$ cat src/source/uart_pkg.sv
package uart_pkg;

    // Register offsets on the CPU port
    typedef logic [3:0] reg_offset_t;

    localparam reg_offset_t REG_TX_DATA   = 4'h0;  // Word write, two characters
    localparam reg_offset_t REG_RX_DATA   = 4'h1;  // Read pops the RX queue
    localparam reg_offset_t REG_TX_STATUS = 4'h2;
    localparam reg_offset_t REG_RX_STATUS = 4'h3;
    localparam reg_offset_t REG_TX_BYTE   = 4'h4;  // Byte write, low byte only

    // Value seen on write-only and unmapped offsets
    localparam logic [15:0] UNMAPPED_READ = 16'hFFFF;

    localparam int FIFO_DEPTH = 8;  // Entries in each queue

    // Queue entry, flag is byte mode on TX and padded on RX
    typedef struct packed {
        logic [15:0] data;
        logic        flag;
    } uart_entry_t;

    typedef struct packed {
        logic [11:0] reserved;  // Reads zero
        logic        full;
        logic        empty;
        logic        busy;      // Serializer has an entry in flight
        logic        rsvd0;     // Reads zero
    } tx_status_t;

    typedef struct packed {
        logic [11:0] reserved;  // Reads zero
        logic        full;
        logic        empty;
        logic        available;
        logic        padded;    // Head word had no second character
    } rx_status_t;

endpackage

$ cat src/source/baud_tick_gen.sv
module baud_tick_gen #(
    parameter int BAUD_DIV = 16  // Clock cycles per bit
) (
    input  logic clk,
    input  logic reset,
    output logic bit_tick,
    output logic mid_tick
);

    localparam int CNT_W = $clog2(BAUD_DIV);

    logic [CNT_W-1:0] baud_cnt;

    // Free-running, both ticks are registered pulses
    always_ff @(posedge clk) begin
        if (reset) begin
            baud_cnt <= '0;
            bit_tick <= 1'b0;
            mid_tick <= 1'b0;
        end else begin
            if (baud_cnt == CNT_W'(BAUD_DIV - 1)) begin
                baud_cnt <= '0;  // Wrap at end of bit period
            end else begin
                baud_cnt <= baud_cnt + 1'b1;
            end
            bit_tick <= (baud_cnt == CNT_W'(BAUD_DIV - 1));
            mid_tick <= (baud_cnt == CNT_W'(BAUD_DIV / 2 - 1));  // Half a bit after bit_tick
        end
    end

endmodule

$ cat src/source/rx_word_assembler.sv
module rx_word_assembler
    import uart_pkg::*;
#(
    parameter int TIMEOUT_BITS = 31  // Mid-bit ticks to wait for a second character
) (
    input  logic        clk,
    input  logic        reset,
    input  logic        mid_tick,
    input  logic        start_seen,
    input  logic        char_valid,
    input  logic [7:0]  char,
    output uart_entry_t word,
    output logic        word_valid
);

    localparam int CNT_W = $clog2(TIMEOUT_BITS + 1);

    logic [7:0]       low_char;
    logic             have_low;    // First character held
    logic [CNT_W-1:0] idle_ticks;
    logic             timeout_hit;

    // A character or a new frame takes priority over the timeout
    assign timeout_hit = have_low && mid_tick && !char_valid && !start_seen &&
                         (idle_ticks == CNT_W'(TIMEOUT_BITS - 1));

    always_ff @(posedge clk) begin
        if (reset) begin
            have_low   <= 1'b0;
            idle_ticks <= '0;
            word_valid <= 1'b0;
        end else begin
            word_valid <= 1'b0;
            if (char_valid) begin
                word_valid <= have_low;  // Second character completes the word
                have_low   <= !have_low;
                idle_ticks <= '0;
            end else if (start_seen) begin
                idle_ticks <= '0;        // Next character is on its way
            end else if (timeout_hit) begin
                word_valid <= 1'b1;
                have_low   <= 1'b0;
                idle_ticks <= '0;
            end else if (have_low && mid_tick) begin
                idle_ticks <= idle_ticks + 1'b1;
            end
        end
    end

    // Low byte first on the wire
    always_ff @(posedge clk) begin
        if (char_valid && !have_low) begin
            low_char <= char;
        end
        if (char_valid && have_low) begin
            word.data <= {char, low_char};
            word.flag <= 1'b0;
        end else if (timeout_hit) begin
            word.data <= {8'h00, low_char};  // Pad the missing high byte
            word.flag <= 1'b1;
        end
    end

endmodule

$ cat src/source/uart_controller.sv
module uart_controller
    import uart_pkg::*;
#(
    parameter int BAUD_DIV     = 16,  // Short bit period for simulation
    parameter int TIMEOUT_BITS = 31
) (
    input  logic        clk,
    input  logic        reset,
    input  logic        device_select,
    input  reg_offset_t register_offset,
    input  logic        read_req,
    input  logic        write_req,
    input  logic [15:0] wdata,
    output logic [15:0] rdata,
    output logic        uart_tx,
    input  logic        uart_rx
);

    logic        bit_tick;
    logic        mid_tick;
    // TX path
    uart_entry_t tx_push;
    logic        tx_push_valid;
    uart_entry_t tx_entry;
    logic        tx_entry_valid;
    logic        tx_entry_ready;
    logic        tx_full;
    logic        tx_empty;
    logic        tx_busy;
    // RX path
    logic        char_valid;
    logic [7:0]  rx_char;
    logic        start_seen;
    uart_entry_t rx_word;
    logic        rx_word_valid;
    uart_entry_t rx_head;
    logic        rx_valid;
    logic        rx_pop;
    logic        rx_full;

    baud_tick_gen #(
        .BAUD_DIV(BAUD_DIV)
    ) baud_tick_gen_inst (
        .clk(clk), .reset(reset), .bit_tick(bit_tick), .mid_tick(mid_tick)
    );

    uart_regs uart_regs_inst (
        .clk(clk), .reset(reset), .device_select(device_select),
        .register_offset(register_offset), .read_req(read_req), .write_req(write_req),
        .wdata(wdata), .rdata(rdata), .tx_push(tx_push), .tx_push_valid(tx_push_valid),
        .tx_full(tx_full), .tx_empty(tx_empty), .tx_busy(tx_busy), .rx_head(rx_head),
        .rx_valid(rx_valid), .rx_pop(rx_pop), .rx_full(rx_full)
    );

    uart_fifo tx_fifo_inst (
        .clk(clk), .reset(reset), .in_entry(tx_push), .in_valid(tx_push_valid),
        .in_ready(), .out_entry(tx_entry), .out_valid(tx_entry_valid),
        .out_ready(tx_entry_ready), .full(tx_full), .empty(tx_empty)
    );

    uart_tx_serializer uart_tx_serializer_inst (
        .clk(clk), .reset(reset), .bit_tick(bit_tick), .entry(tx_entry),
        .entry_valid(tx_entry_valid), .entry_ready(tx_entry_ready), .busy(tx_busy),
        .uart_tx(uart_tx)
    );

    uart_rx_deframer uart_rx_deframer_inst (
        .clk(clk), .reset(reset), .mid_tick(mid_tick), .uart_rx(uart_rx),
        .char_valid(char_valid), .char(rx_char), .start_seen(start_seen)
    );

    rx_word_assembler #(
        .TIMEOUT_BITS(TIMEOUT_BITS)
    ) rx_word_assembler_inst (
        .clk(clk), .reset(reset), .mid_tick(mid_tick), .start_seen(start_seen),
        .char_valid(char_valid), .char(rx_char), .word(rx_word), .word_valid(rx_word_valid)
    );

    // No back-pressure to the wire, a word offered while full is lost
    uart_fifo rx_fifo_inst (
        .clk(clk), .reset(reset), .in_entry(rx_word), .in_valid(rx_word_valid),
        .in_ready(), .out_entry(rx_head), .out_valid(rx_valid),
        .out_ready(rx_pop), .full(rx_full), .empty()
    );

endmodule

$ cat src/source/uart_fifo.sv
module uart_fifo
    import uart_pkg::*;
(
    input  logic        clk,
    input  logic        reset,
    input  uart_entry_t in_entry,
    input  logic        in_valid,
    output logic        in_ready,
    output uart_entry_t out_entry,
    output logic        out_valid,
    input  logic        out_ready,
    output logic        full,
    output logic        empty
);

    localparam int PTR_W = $clog2(FIFO_DEPTH);
    localparam int CNT_W = $clog2(FIFO_DEPTH + 1);

    uart_entry_t      mem [FIFO_DEPTH];
    logic [PTR_W-1:0] head;   // Read pointer
    logic [PTR_W-1:0] tail;   // Write pointer
    logic [CNT_W-1:0] count;
    logic             push;
    logic             pop;

    assign full      = (count == CNT_W'(FIFO_DEPTH));
    assign empty     = (count == '0);
    assign in_ready  = !full;      // Push while full is dropped
    assign out_valid = !empty;
    assign out_entry = mem[head];  // Head shown without a read cycle
    assign push      = in_valid && in_ready;
    assign pop       = out_valid && out_ready;

    // Storage
    always_ff @(posedge clk) begin
        if (push) begin
            mem[tail] <= in_entry;
        end
    end

    always_ff @(posedge clk) begin
        if (reset) begin
            head  <= '0;
            tail  <= '0;
            count <= '0;
        end else begin
            if (push) begin
                tail <= (tail == PTR_W'(FIFO_DEPTH - 1)) ? '0 : tail + 1'b1;
            end
            if (pop) begin
                head <= (head == PTR_W'(FIFO_DEPTH - 1)) ? '0 : head + 1'b1;
            end
            // Push and pop together leave the count alone
            case ({push, pop})
                2'b10:   count <= count + 1'b1;
                2'b01:   count <= count - 1'b1;
                default: count <= count;
            endcase
        end
    end

endmodule

$ cat src/source/uart_regs.sv
module uart_regs
    import uart_pkg::*;
(
    input  logic        clk,
    input  logic        reset,
    input  logic        device_select,
    input  reg_offset_t register_offset,
    input  logic        read_req,
    input  logic        write_req,
    input  logic [15:0] wdata,
    output logic [15:0] rdata,
    output uart_entry_t tx_push,
    output logic        tx_push_valid,
    input  logic        tx_full,
    input  logic        tx_empty,
    input  logic        tx_busy,
    input  uart_entry_t rx_head,
    input  logic        rx_valid,
    output logic        rx_pop,
    input  logic        rx_full
);

    logic       write_now;
    logic       write_held;  // Write was already active last cycle
    logic       write_first;
    tx_status_t tx_status;
    rx_status_t rx_status;

    assign write_now   = device_select && write_req;
    assign write_first = write_now && !write_held;  // One push per write

    always_ff @(posedge clk) begin
        if (reset) begin
            write_held <= 1'b0;
        end else begin
            write_held <= write_now;
        end
    end

    // TX entry, flag marks byte mode
    assign tx_push.data  = wdata;
    assign tx_push.flag  = (register_offset == REG_TX_BYTE);
    assign tx_push_valid = write_first &&
                           (register_offset == REG_TX_DATA || register_offset == REG_TX_BYTE);

    // RX data read pops the queue head
    assign rx_pop = device_select && read_req && (register_offset == REG_RX_DATA);

    always_comb begin
        tx_status       = '0;
        tx_status.full  = tx_full;
        tx_status.empty = tx_empty;
        tx_status.busy  = tx_busy;

        rx_status           = '0;
        rx_status.full      = rx_full;
        rx_status.empty     = !rx_valid;
        rx_status.available = rx_valid;
        rx_status.padded    = rx_valid && rx_head.flag;  // Only for a real head
    end

    // Read mux, zero when no read is requested
    always_comb begin
        rdata = '0;
        if (device_select && read_req) begin
            case (register_offset)
                REG_RX_DATA:   rdata = rx_valid ? rx_head.data : '0;
                REG_TX_STATUS: rdata = tx_status;
                REG_RX_STATUS: rdata = rx_status;
                default:       rdata = UNMAPPED_READ;  // Data writes and holes
            endcase
        end
    end

endmodule

$ cat src/source/uart_rx_deframer.sv
module uart_rx_deframer (
    input  logic       clk,
    input  logic       reset,
    input  logic       mid_tick,
    input  logic       uart_rx,
    output logic       char_valid,
    output logic [7:0] char,
    output logic       start_seen
);

    typedef enum logic [1:0] {
        RX_IDLE,
        RX_START,  // Falling edge seen, check start bit at mid_tick
        RX_DATA,   // Eight data bits, LSB first
        RX_STOP    // Stop bit, not checked
    } rx_state_t;

    rx_state_t  state;
    logic [2:0] rx_sync;  // Synchronizer chain
    logic       rx_prev;
    logic       rx_in;
    logic       rx_fall;
    logic [2:0] bit_idx;
    logic [7:0] char_sr;

    assign rx_in   = rx_sync[2];
    assign rx_fall = rx_prev && !rx_in;
    assign char    = char_sr;

    always_ff @(posedge clk) begin
        if (reset) begin
            rx_sync <= '1;  // Line idles high
            rx_prev <= 1'b1;
        end else begin
            rx_sync <= {rx_sync[1:0], uart_rx};
            rx_prev <= rx_in;
        end
    end

    always_ff @(posedge clk) begin
        if (reset) begin
            state      <= RX_IDLE;
            bit_idx    <= '0;
            char_valid <= 1'b0;
            start_seen <= 1'b0;
        end else begin
            char_valid <= 1'b0;
            start_seen <= 1'b0;
            case (state)
                RX_IDLE: begin
                    if (rx_fall) begin
                        start_seen <= 1'b1;
                        // A mid_tick on the edge itself is the start bit sample
                        state <= mid_tick ? RX_DATA : RX_START;
                    end
                end
                RX_START: begin
                    if (mid_tick) begin
                        state <= rx_in ? RX_IDLE : RX_DATA;  // High means a glitch
                    end
                end
                RX_DATA: begin
                    if (mid_tick) begin
                        bit_idx <= bit_idx + 1'b1;  // Wraps to zero after bit 7
                        if (bit_idx == 3'd7) begin
                            state <= RX_STOP;
                        end
                    end
                end
                RX_STOP: begin
                    if (mid_tick) begin
                        char_valid <= 1'b1;
                        state      <= RX_IDLE;
                    end
                end
                default: state <= RX_IDLE;
            endcase
        end
    end

    // Data bits shift in from the top
    always_ff @(posedge clk) begin
        if (state == RX_DATA && mid_tick) begin
            char_sr <= {rx_in, char_sr[7:1]};
        end
    end

endmodule

$ cat src/source/uart_tx_serializer.sv
module uart_tx_serializer
    import uart_pkg::*;
(
    input  logic        clk,
    input  logic        reset,
    input  logic        bit_tick,
    input  uart_entry_t entry,
    input  logic        entry_valid,
    output logic        entry_ready,
    output logic        busy,
    output logic        uart_tx
);

    typedef enum logic [1:0] {
        TX_IDLE,   // Line high, waiting for an entry
        TX_SHIFT,  // Sending bits on each bit_tick
        TX_DONE    // Release the entry from the queue
    } tx_state_t;

    tx_state_t   state;
    logic [19:0] frame_sr;   // Two frames, low byte frame in bits 9:0
    logic [4:0]  bits_left;  // Bits still to drive

    // Entry stays at the queue head until the last stop bit is done
    assign entry_ready = (state == TX_DONE);
    assign busy        = (state == TX_SHIFT);

    always_ff @(posedge clk) begin
        if (reset) begin
            state     <= TX_IDLE;
            bits_left <= '0;
            uart_tx   <= 1'b1;  // Idle high
        end else begin
            case (state)
                TX_IDLE: begin
                    if (entry_valid) begin
                        // Byte mode sends only the low frame
                        bits_left <= entry.flag ? 5'd10 : 5'd20;
                        state     <= TX_SHIFT;
                    end
                end
                TX_SHIFT: begin
                    if (bit_tick) begin
                        if (bits_left == '0) begin
                            state <= TX_DONE;  // Stop bit has lasted a full period
                        end else begin
                            uart_tx   <= frame_sr[0];  // LSB first
                            bits_left <= bits_left - 1'b1;
                        end
                    end
                end
                TX_DONE: state <= TX_IDLE;  // Queue pops in this cycle
                default: state <= TX_IDLE;
            endcase
        end
    end

    // Frame data: start 0, byte LSB first, stop 1, for both bytes
    always_ff @(posedge clk) begin
        if (state == TX_IDLE && entry_valid) begin
            frame_sr <= {1'b1, entry.data[15:8], 1'b0, 1'b1, entry.data[7:0], 1'b0};
        end else if (state == TX_SHIFT && bit_tick) begin
            frame_sr <= {1'b1, frame_sr[19:1]};
        end
    end

endmodule

$ cat config.mk
export PLATFORM = sky130hd
export DESIGN_NAME = uart_controller
export DESIGN_NICKNAME = d
export VERILOG_FILES = /design/src/source/uart_pkg.sv /design/src/source/baud_tick_gen.sv /design/src/source/rx_word_assembler.sv /design/src/source/uart_controller.sv /design/src/source/uart_fifo.sv /design/src/source/uart_regs.sv /design/src/source/uart_rx_deframer.sv /design/src/source/uart_tx_serializer.sv
export SDC_FILE = /design/constraint.sdc
export NUM_CORES = 1
export LEC_CHECK = 0
export ABC_AREA = 1
export BUFFER_PORTS_ARGS = -buffer_cell sky130_fd_sc_hd__buf_2
export CAP_MARGIN = 30
export CORE_ASPECT_RATIO = 1.2
export CORE_MARGIN = 5
export CORE_UTILIZATION = 38
export CTS_CLUSTER_DIAMETER = 100
export DETAILED_ROUTE_END_ITERATION = 12
export SYNTH_ARGS = -nofsm -noshare
export SYNTH_HDL_FRONTEND = slang
export SYNTH_SLANG_ARGS = --single-unit
$ cat constraint.sdc
create_clock -name clk -period 5.9 [get_ports clk]
set_clock_uncertainty 0.05 [all_clocks]
set_input_delay 0 -clock clk [delete_from_list [all_inputs] [get_ports clk]]
set_output_delay 0 -clock clk [all_outputs]
set_load 0.02 [all_outputs]
==> results.md <==
- Inserted Diodes: 0
- Final Cycle Share: 0.523
- Number of enable flip-flop cells after synthesis: 320
- YS warnings: 0
- Buf+Inv Stages, Crit Path: 4
- Critical Path RT: 5.85 ns
- Bufs on Longest Clock Path: 3
- Total GRT Usage: 0.145
- Sequential-to-total area share from yosys stat: 0.700
- Hpwl dp: 19.5 mm
- Root Driver: clkbuf_16
- Status: complete, no violations
- Average size of a mapped cell: 11.3 um2
- Num CTS Buffers: 39
- Fin. max-slew vios: 0
- Post-synthesis compound-gate area fraction: 0.0844
- Cells after Synth: between 1000 and 1500
- Routed vias: 9879
- Die Span Y: 231 um
- Slew HR: 0.399
- Ys flop type: edfxtp_1
- GR Overflow Total: 0
- CP Class: flop to output pin
- Crit path cell chain: buf_4, inv_4, nand2_1, nand2_1, nand2_1, nand3_1, nand3_1, nand3_1, nand2_1, inv_1, buf_2
- Filler cells: 3725
- Post-route ant nets: 0
- Routed len/inst: 16.4 um
- Largest family of logic cells by synthesized area: simple AND/OR/NAND/NOR gates
- Post-CTS Setup Inserts: 0
- Met2 WL post-DR: 16.9 mm
- Most common cell in the netlist: edfxtp_1
- Final Setup Violations: 0
- Top cells by area, synth: edfxtp_1 (62%), dfxtp_1 (8.1%), nor2_1 (7.5%)
- CTS Sinks: 383
- Std cell rows: 81
- IO buf count: 42
- Core ar.: 0.0406 mm2
- Drt pass-1 iters: 5
- Cell area after synthesis: between 0.015 and 0.02 mm2
- Number of global-route vias before repair: 9676
- Seq cells post-synth: 383
- Unrepaired setup endpoints after global routing: false
- Simple-gate share of the synthesized area: 0.148
- Chip width: 195 um
- DRT iter0 DRCs: 447
- Final WL: 33.1 mm
- Tmin final: 3.09 ns
- Syn Nets: about 1400
- Worst path top cell family by delay: buffers and inverters
- WP data arrival: 3.04 ns
- R2r setup slk: 3.55 ns
- XOR/XNOR Fraction of Synth Area: 0.00564
- Initial antenna violation count: 0
- Largest net degree at the start of global routing: 69
- Startpoint Class: flop
- Clk pin slew, worst setup/hold paths: around 0.060 ns
- Yosys top cell area share: 0.619
- Post-synth top cells: edfxtp_1 (320), nor2_1 (311), o21ai_0 (147)
- R2r endpoint: rx_fifo_inst.mem[0][13]
- Worst Reg-to-Reg Cells: 7
- Largest stage delay, worst path: 0.57 ns
- Top layer in use: met4
- CP endpoint kind: output pin
- F_max: 324 MHz
- Slowest CP cell: buf_4
- Initial core utilization: 0.382
- Die area: 0.0450 mm2
- Worst Path Max Fanout: 68
- LEAKAGE: 6.52 nW
- Worst hold start: register_offset[1]
- PwrDens: ~310 mW/mm2
- Clk_lat worst skew: between 0.5 and 0.6 ns
- DRC violations left: 0
- Area growth from synthesis to layout: 14.7%
- Mux share of post-synthesis cell area: 0
- I/O pin total: 43
- Netlist cell types: 41
- CP most frequent cell: nand2_1
- Reg2reg start: rx_fifo_inst.count[1]
- Hold Path Class: input pin to flop
- Area leader, netlist: edfxtp_1
- Min Hold Slack: 0.0697 ns
- H-tree depth: 2
- Share of cells above drive strength 1: 0.108
- TritonCTS clock tree: built
- Adder-cell share of the synthesized area: 0.0169
- Worst Hold End: tx_fifo_inst.tail[1]
- Worst Max-Slew Pin Slew: 0.899 ns
- Vias per inst: 4.90
- Maximum Capacitance Violations: 0
- Met1 WL: between 10 and 15 mm
- GPL Wtd Cong: 0.775
- Fin Setup TNS: 0 ns
- Peak supply drop: 0.243 mV
- First-pass GRT wire length: 52.8 mm
- Final Hold Vio Count: 0
- Hold path depth: 6
- Final nets: 1496
- Met3 routed WL: 1.38 mm
- Async SR Flop Fraction: 0
## worst register-to-register path: stages, from the launching register on
cell	delay [ns]
dfxtp_1	0.36
inv_1	0.07
nand2_1	0.12
nor2_1	0.05
nand2_1	0.14
nand3_1	0.16
nor2_1	0.70
buf_4	0.39
## cell families after synthesis
kind of cell,Yosys count
simple gates,553
flops,383
compound gates,254
buf+inv,153
fa+ha+maj,21
xor+xnor,10
## report_power, final
group	internal [mW]	switching (mW)	total (mW)
logic	0.0469	0.0859	0.133
clock network	1.37	1.00	2.37
registers	2.92	0.0115	2.93
## routing by layer
metal  track usage  vias up
li1              -     4891
met1         0.180     4764
met2         0.267      180
met3        0.0233       44
met4        0.0354        0
met5             0        -
## registers in the layout, summed over array words and instances, names as in the netlist, 2 cells and up, named ones only
| name | cells |
|---|---|
| rx_fifo_inst.head | 3 |
| uart_rx_deframer_inst.rx_sync | 3 |
| uart_rx_deframer_inst.char | 8 |
| tx_fifo_inst.head | 3 |
| baud_tick_gen_inst.baud_cnt | 4 |
| uart_rx_deframer_inst.state | 2 |
| rx_fifo_inst.count | 4 |
| tx_fifo_inst.mem | 136 |
| uart_tx_serializer_inst.frame_sr | 19 |
| rx_fifo_inst.mem | 136 |
| tx_fifo_inst.tail | 3 |
| uart_rx_deframer_inst.bit_idx | 3 |
| tx_fifo_inst.count | 4 |
| rx_fifo_inst.tail | 3 |
| rx_word_assembler_inst.low_char | 8 |
| rx_word_assembler_inst.idle_ticks | 5 |
| rx_word_assembler_inst.word | 17 |
| uart_tx_serializer_inst.state | 2 |
| uart_tx_serializer_inst.bits_left | 5 |
## how the worst max path moves through the flow
stage          slack (ns)             startpoint                                   end  cells past startpoint
6_report             2.81                   flop                              rdata[0]                     11
5_1_grt              2.63                   flop                              rdata[0]                     11
4_1_cts              2.85                   flop                              rdata[0]                     11
3_5_place_dp         3.43                   flop                              rdata[0]                     11
3_3_place_gp         2.95                   flop  uart_tx_serializer_inst.frame_sr[14]                      5
2_1_floorplan        3.36  tx_fifo_inst.count[0]                tx_fifo_inst.mem[5][0]                      6
## layout make-up
type                       instances  area (um2)  share of cell area
sequential                       383       10900               0.610
clock buffer                      56        1070              0.0603
timing repair buffer              93         692              0.0388
multi-input combinational        838        4000               0.224
clock inverter                    15         151             0.00850
tap                              539         674              0.0379
inverter                          94         355              0.0199
## placed cells by master, fill, tap and decap left out, types with 5 or more instances in the layout
| cell type | netlist | final |
|---|---|---|
| or2_2 | 5 | 5 |
| nor2_1 | 311 | 309 |
| xor2_1 | 8 | 8 |
| inv_2 | 6 | 6 |
| a21oi_1 | 39 | 39 |
| nor2_2 | 4 | 6 |
| nor3_2 | 1 | 7 |
| nor3_1 | 17 | 11 |
| buf_4 | 5 | 22 |
| clkbuf_16 | 0 | 40 |
| clkbuf_1 | 18 | 14 |
| nand3_1 | 87 | 87 |
| inv_1 | 86 | 86 |
| edfxtp_1 | 320 | 320 |
| nand2_1 | 114 | 114 |
| o21ai_0 | 147 | 147 |
| dlygate4sd3_1 | 0 | 24 |
| clkinv_2 | 0 | 7 |
| dfxtp_1 | 63 | 60 |
| ha_1 | 21 | 21 |
| o21ai_1 | 52 | 52 |
| o211ai_1 | 10 | 10 |
| buf_2 | 22 | 43 |
## metrics by stage
stage	power (mW)	cells	setup WS, ns	util	instance area [um2]
2_1_floorplan	3.06	1374	3.36	-	15500
3_3_place_gp	3.11	1918	2.95	0.400	16300
3_5_place_dp	3.11	1923	3.43	0.402	16400
4_1_cts	5.50	2018	2.85	0.438	17800
5_1_grt	5.63	2018	2.63	0.438	17800
6_report	5.44	2018	2.81	0.438	17800
## repair_timing
action	CTS	global route
setup endpoints to repair	0	0
hold buffers	24	0
resized for setup	0	0
hold endpoints to repair	156	0
Power figures use the tool's default switching activity.
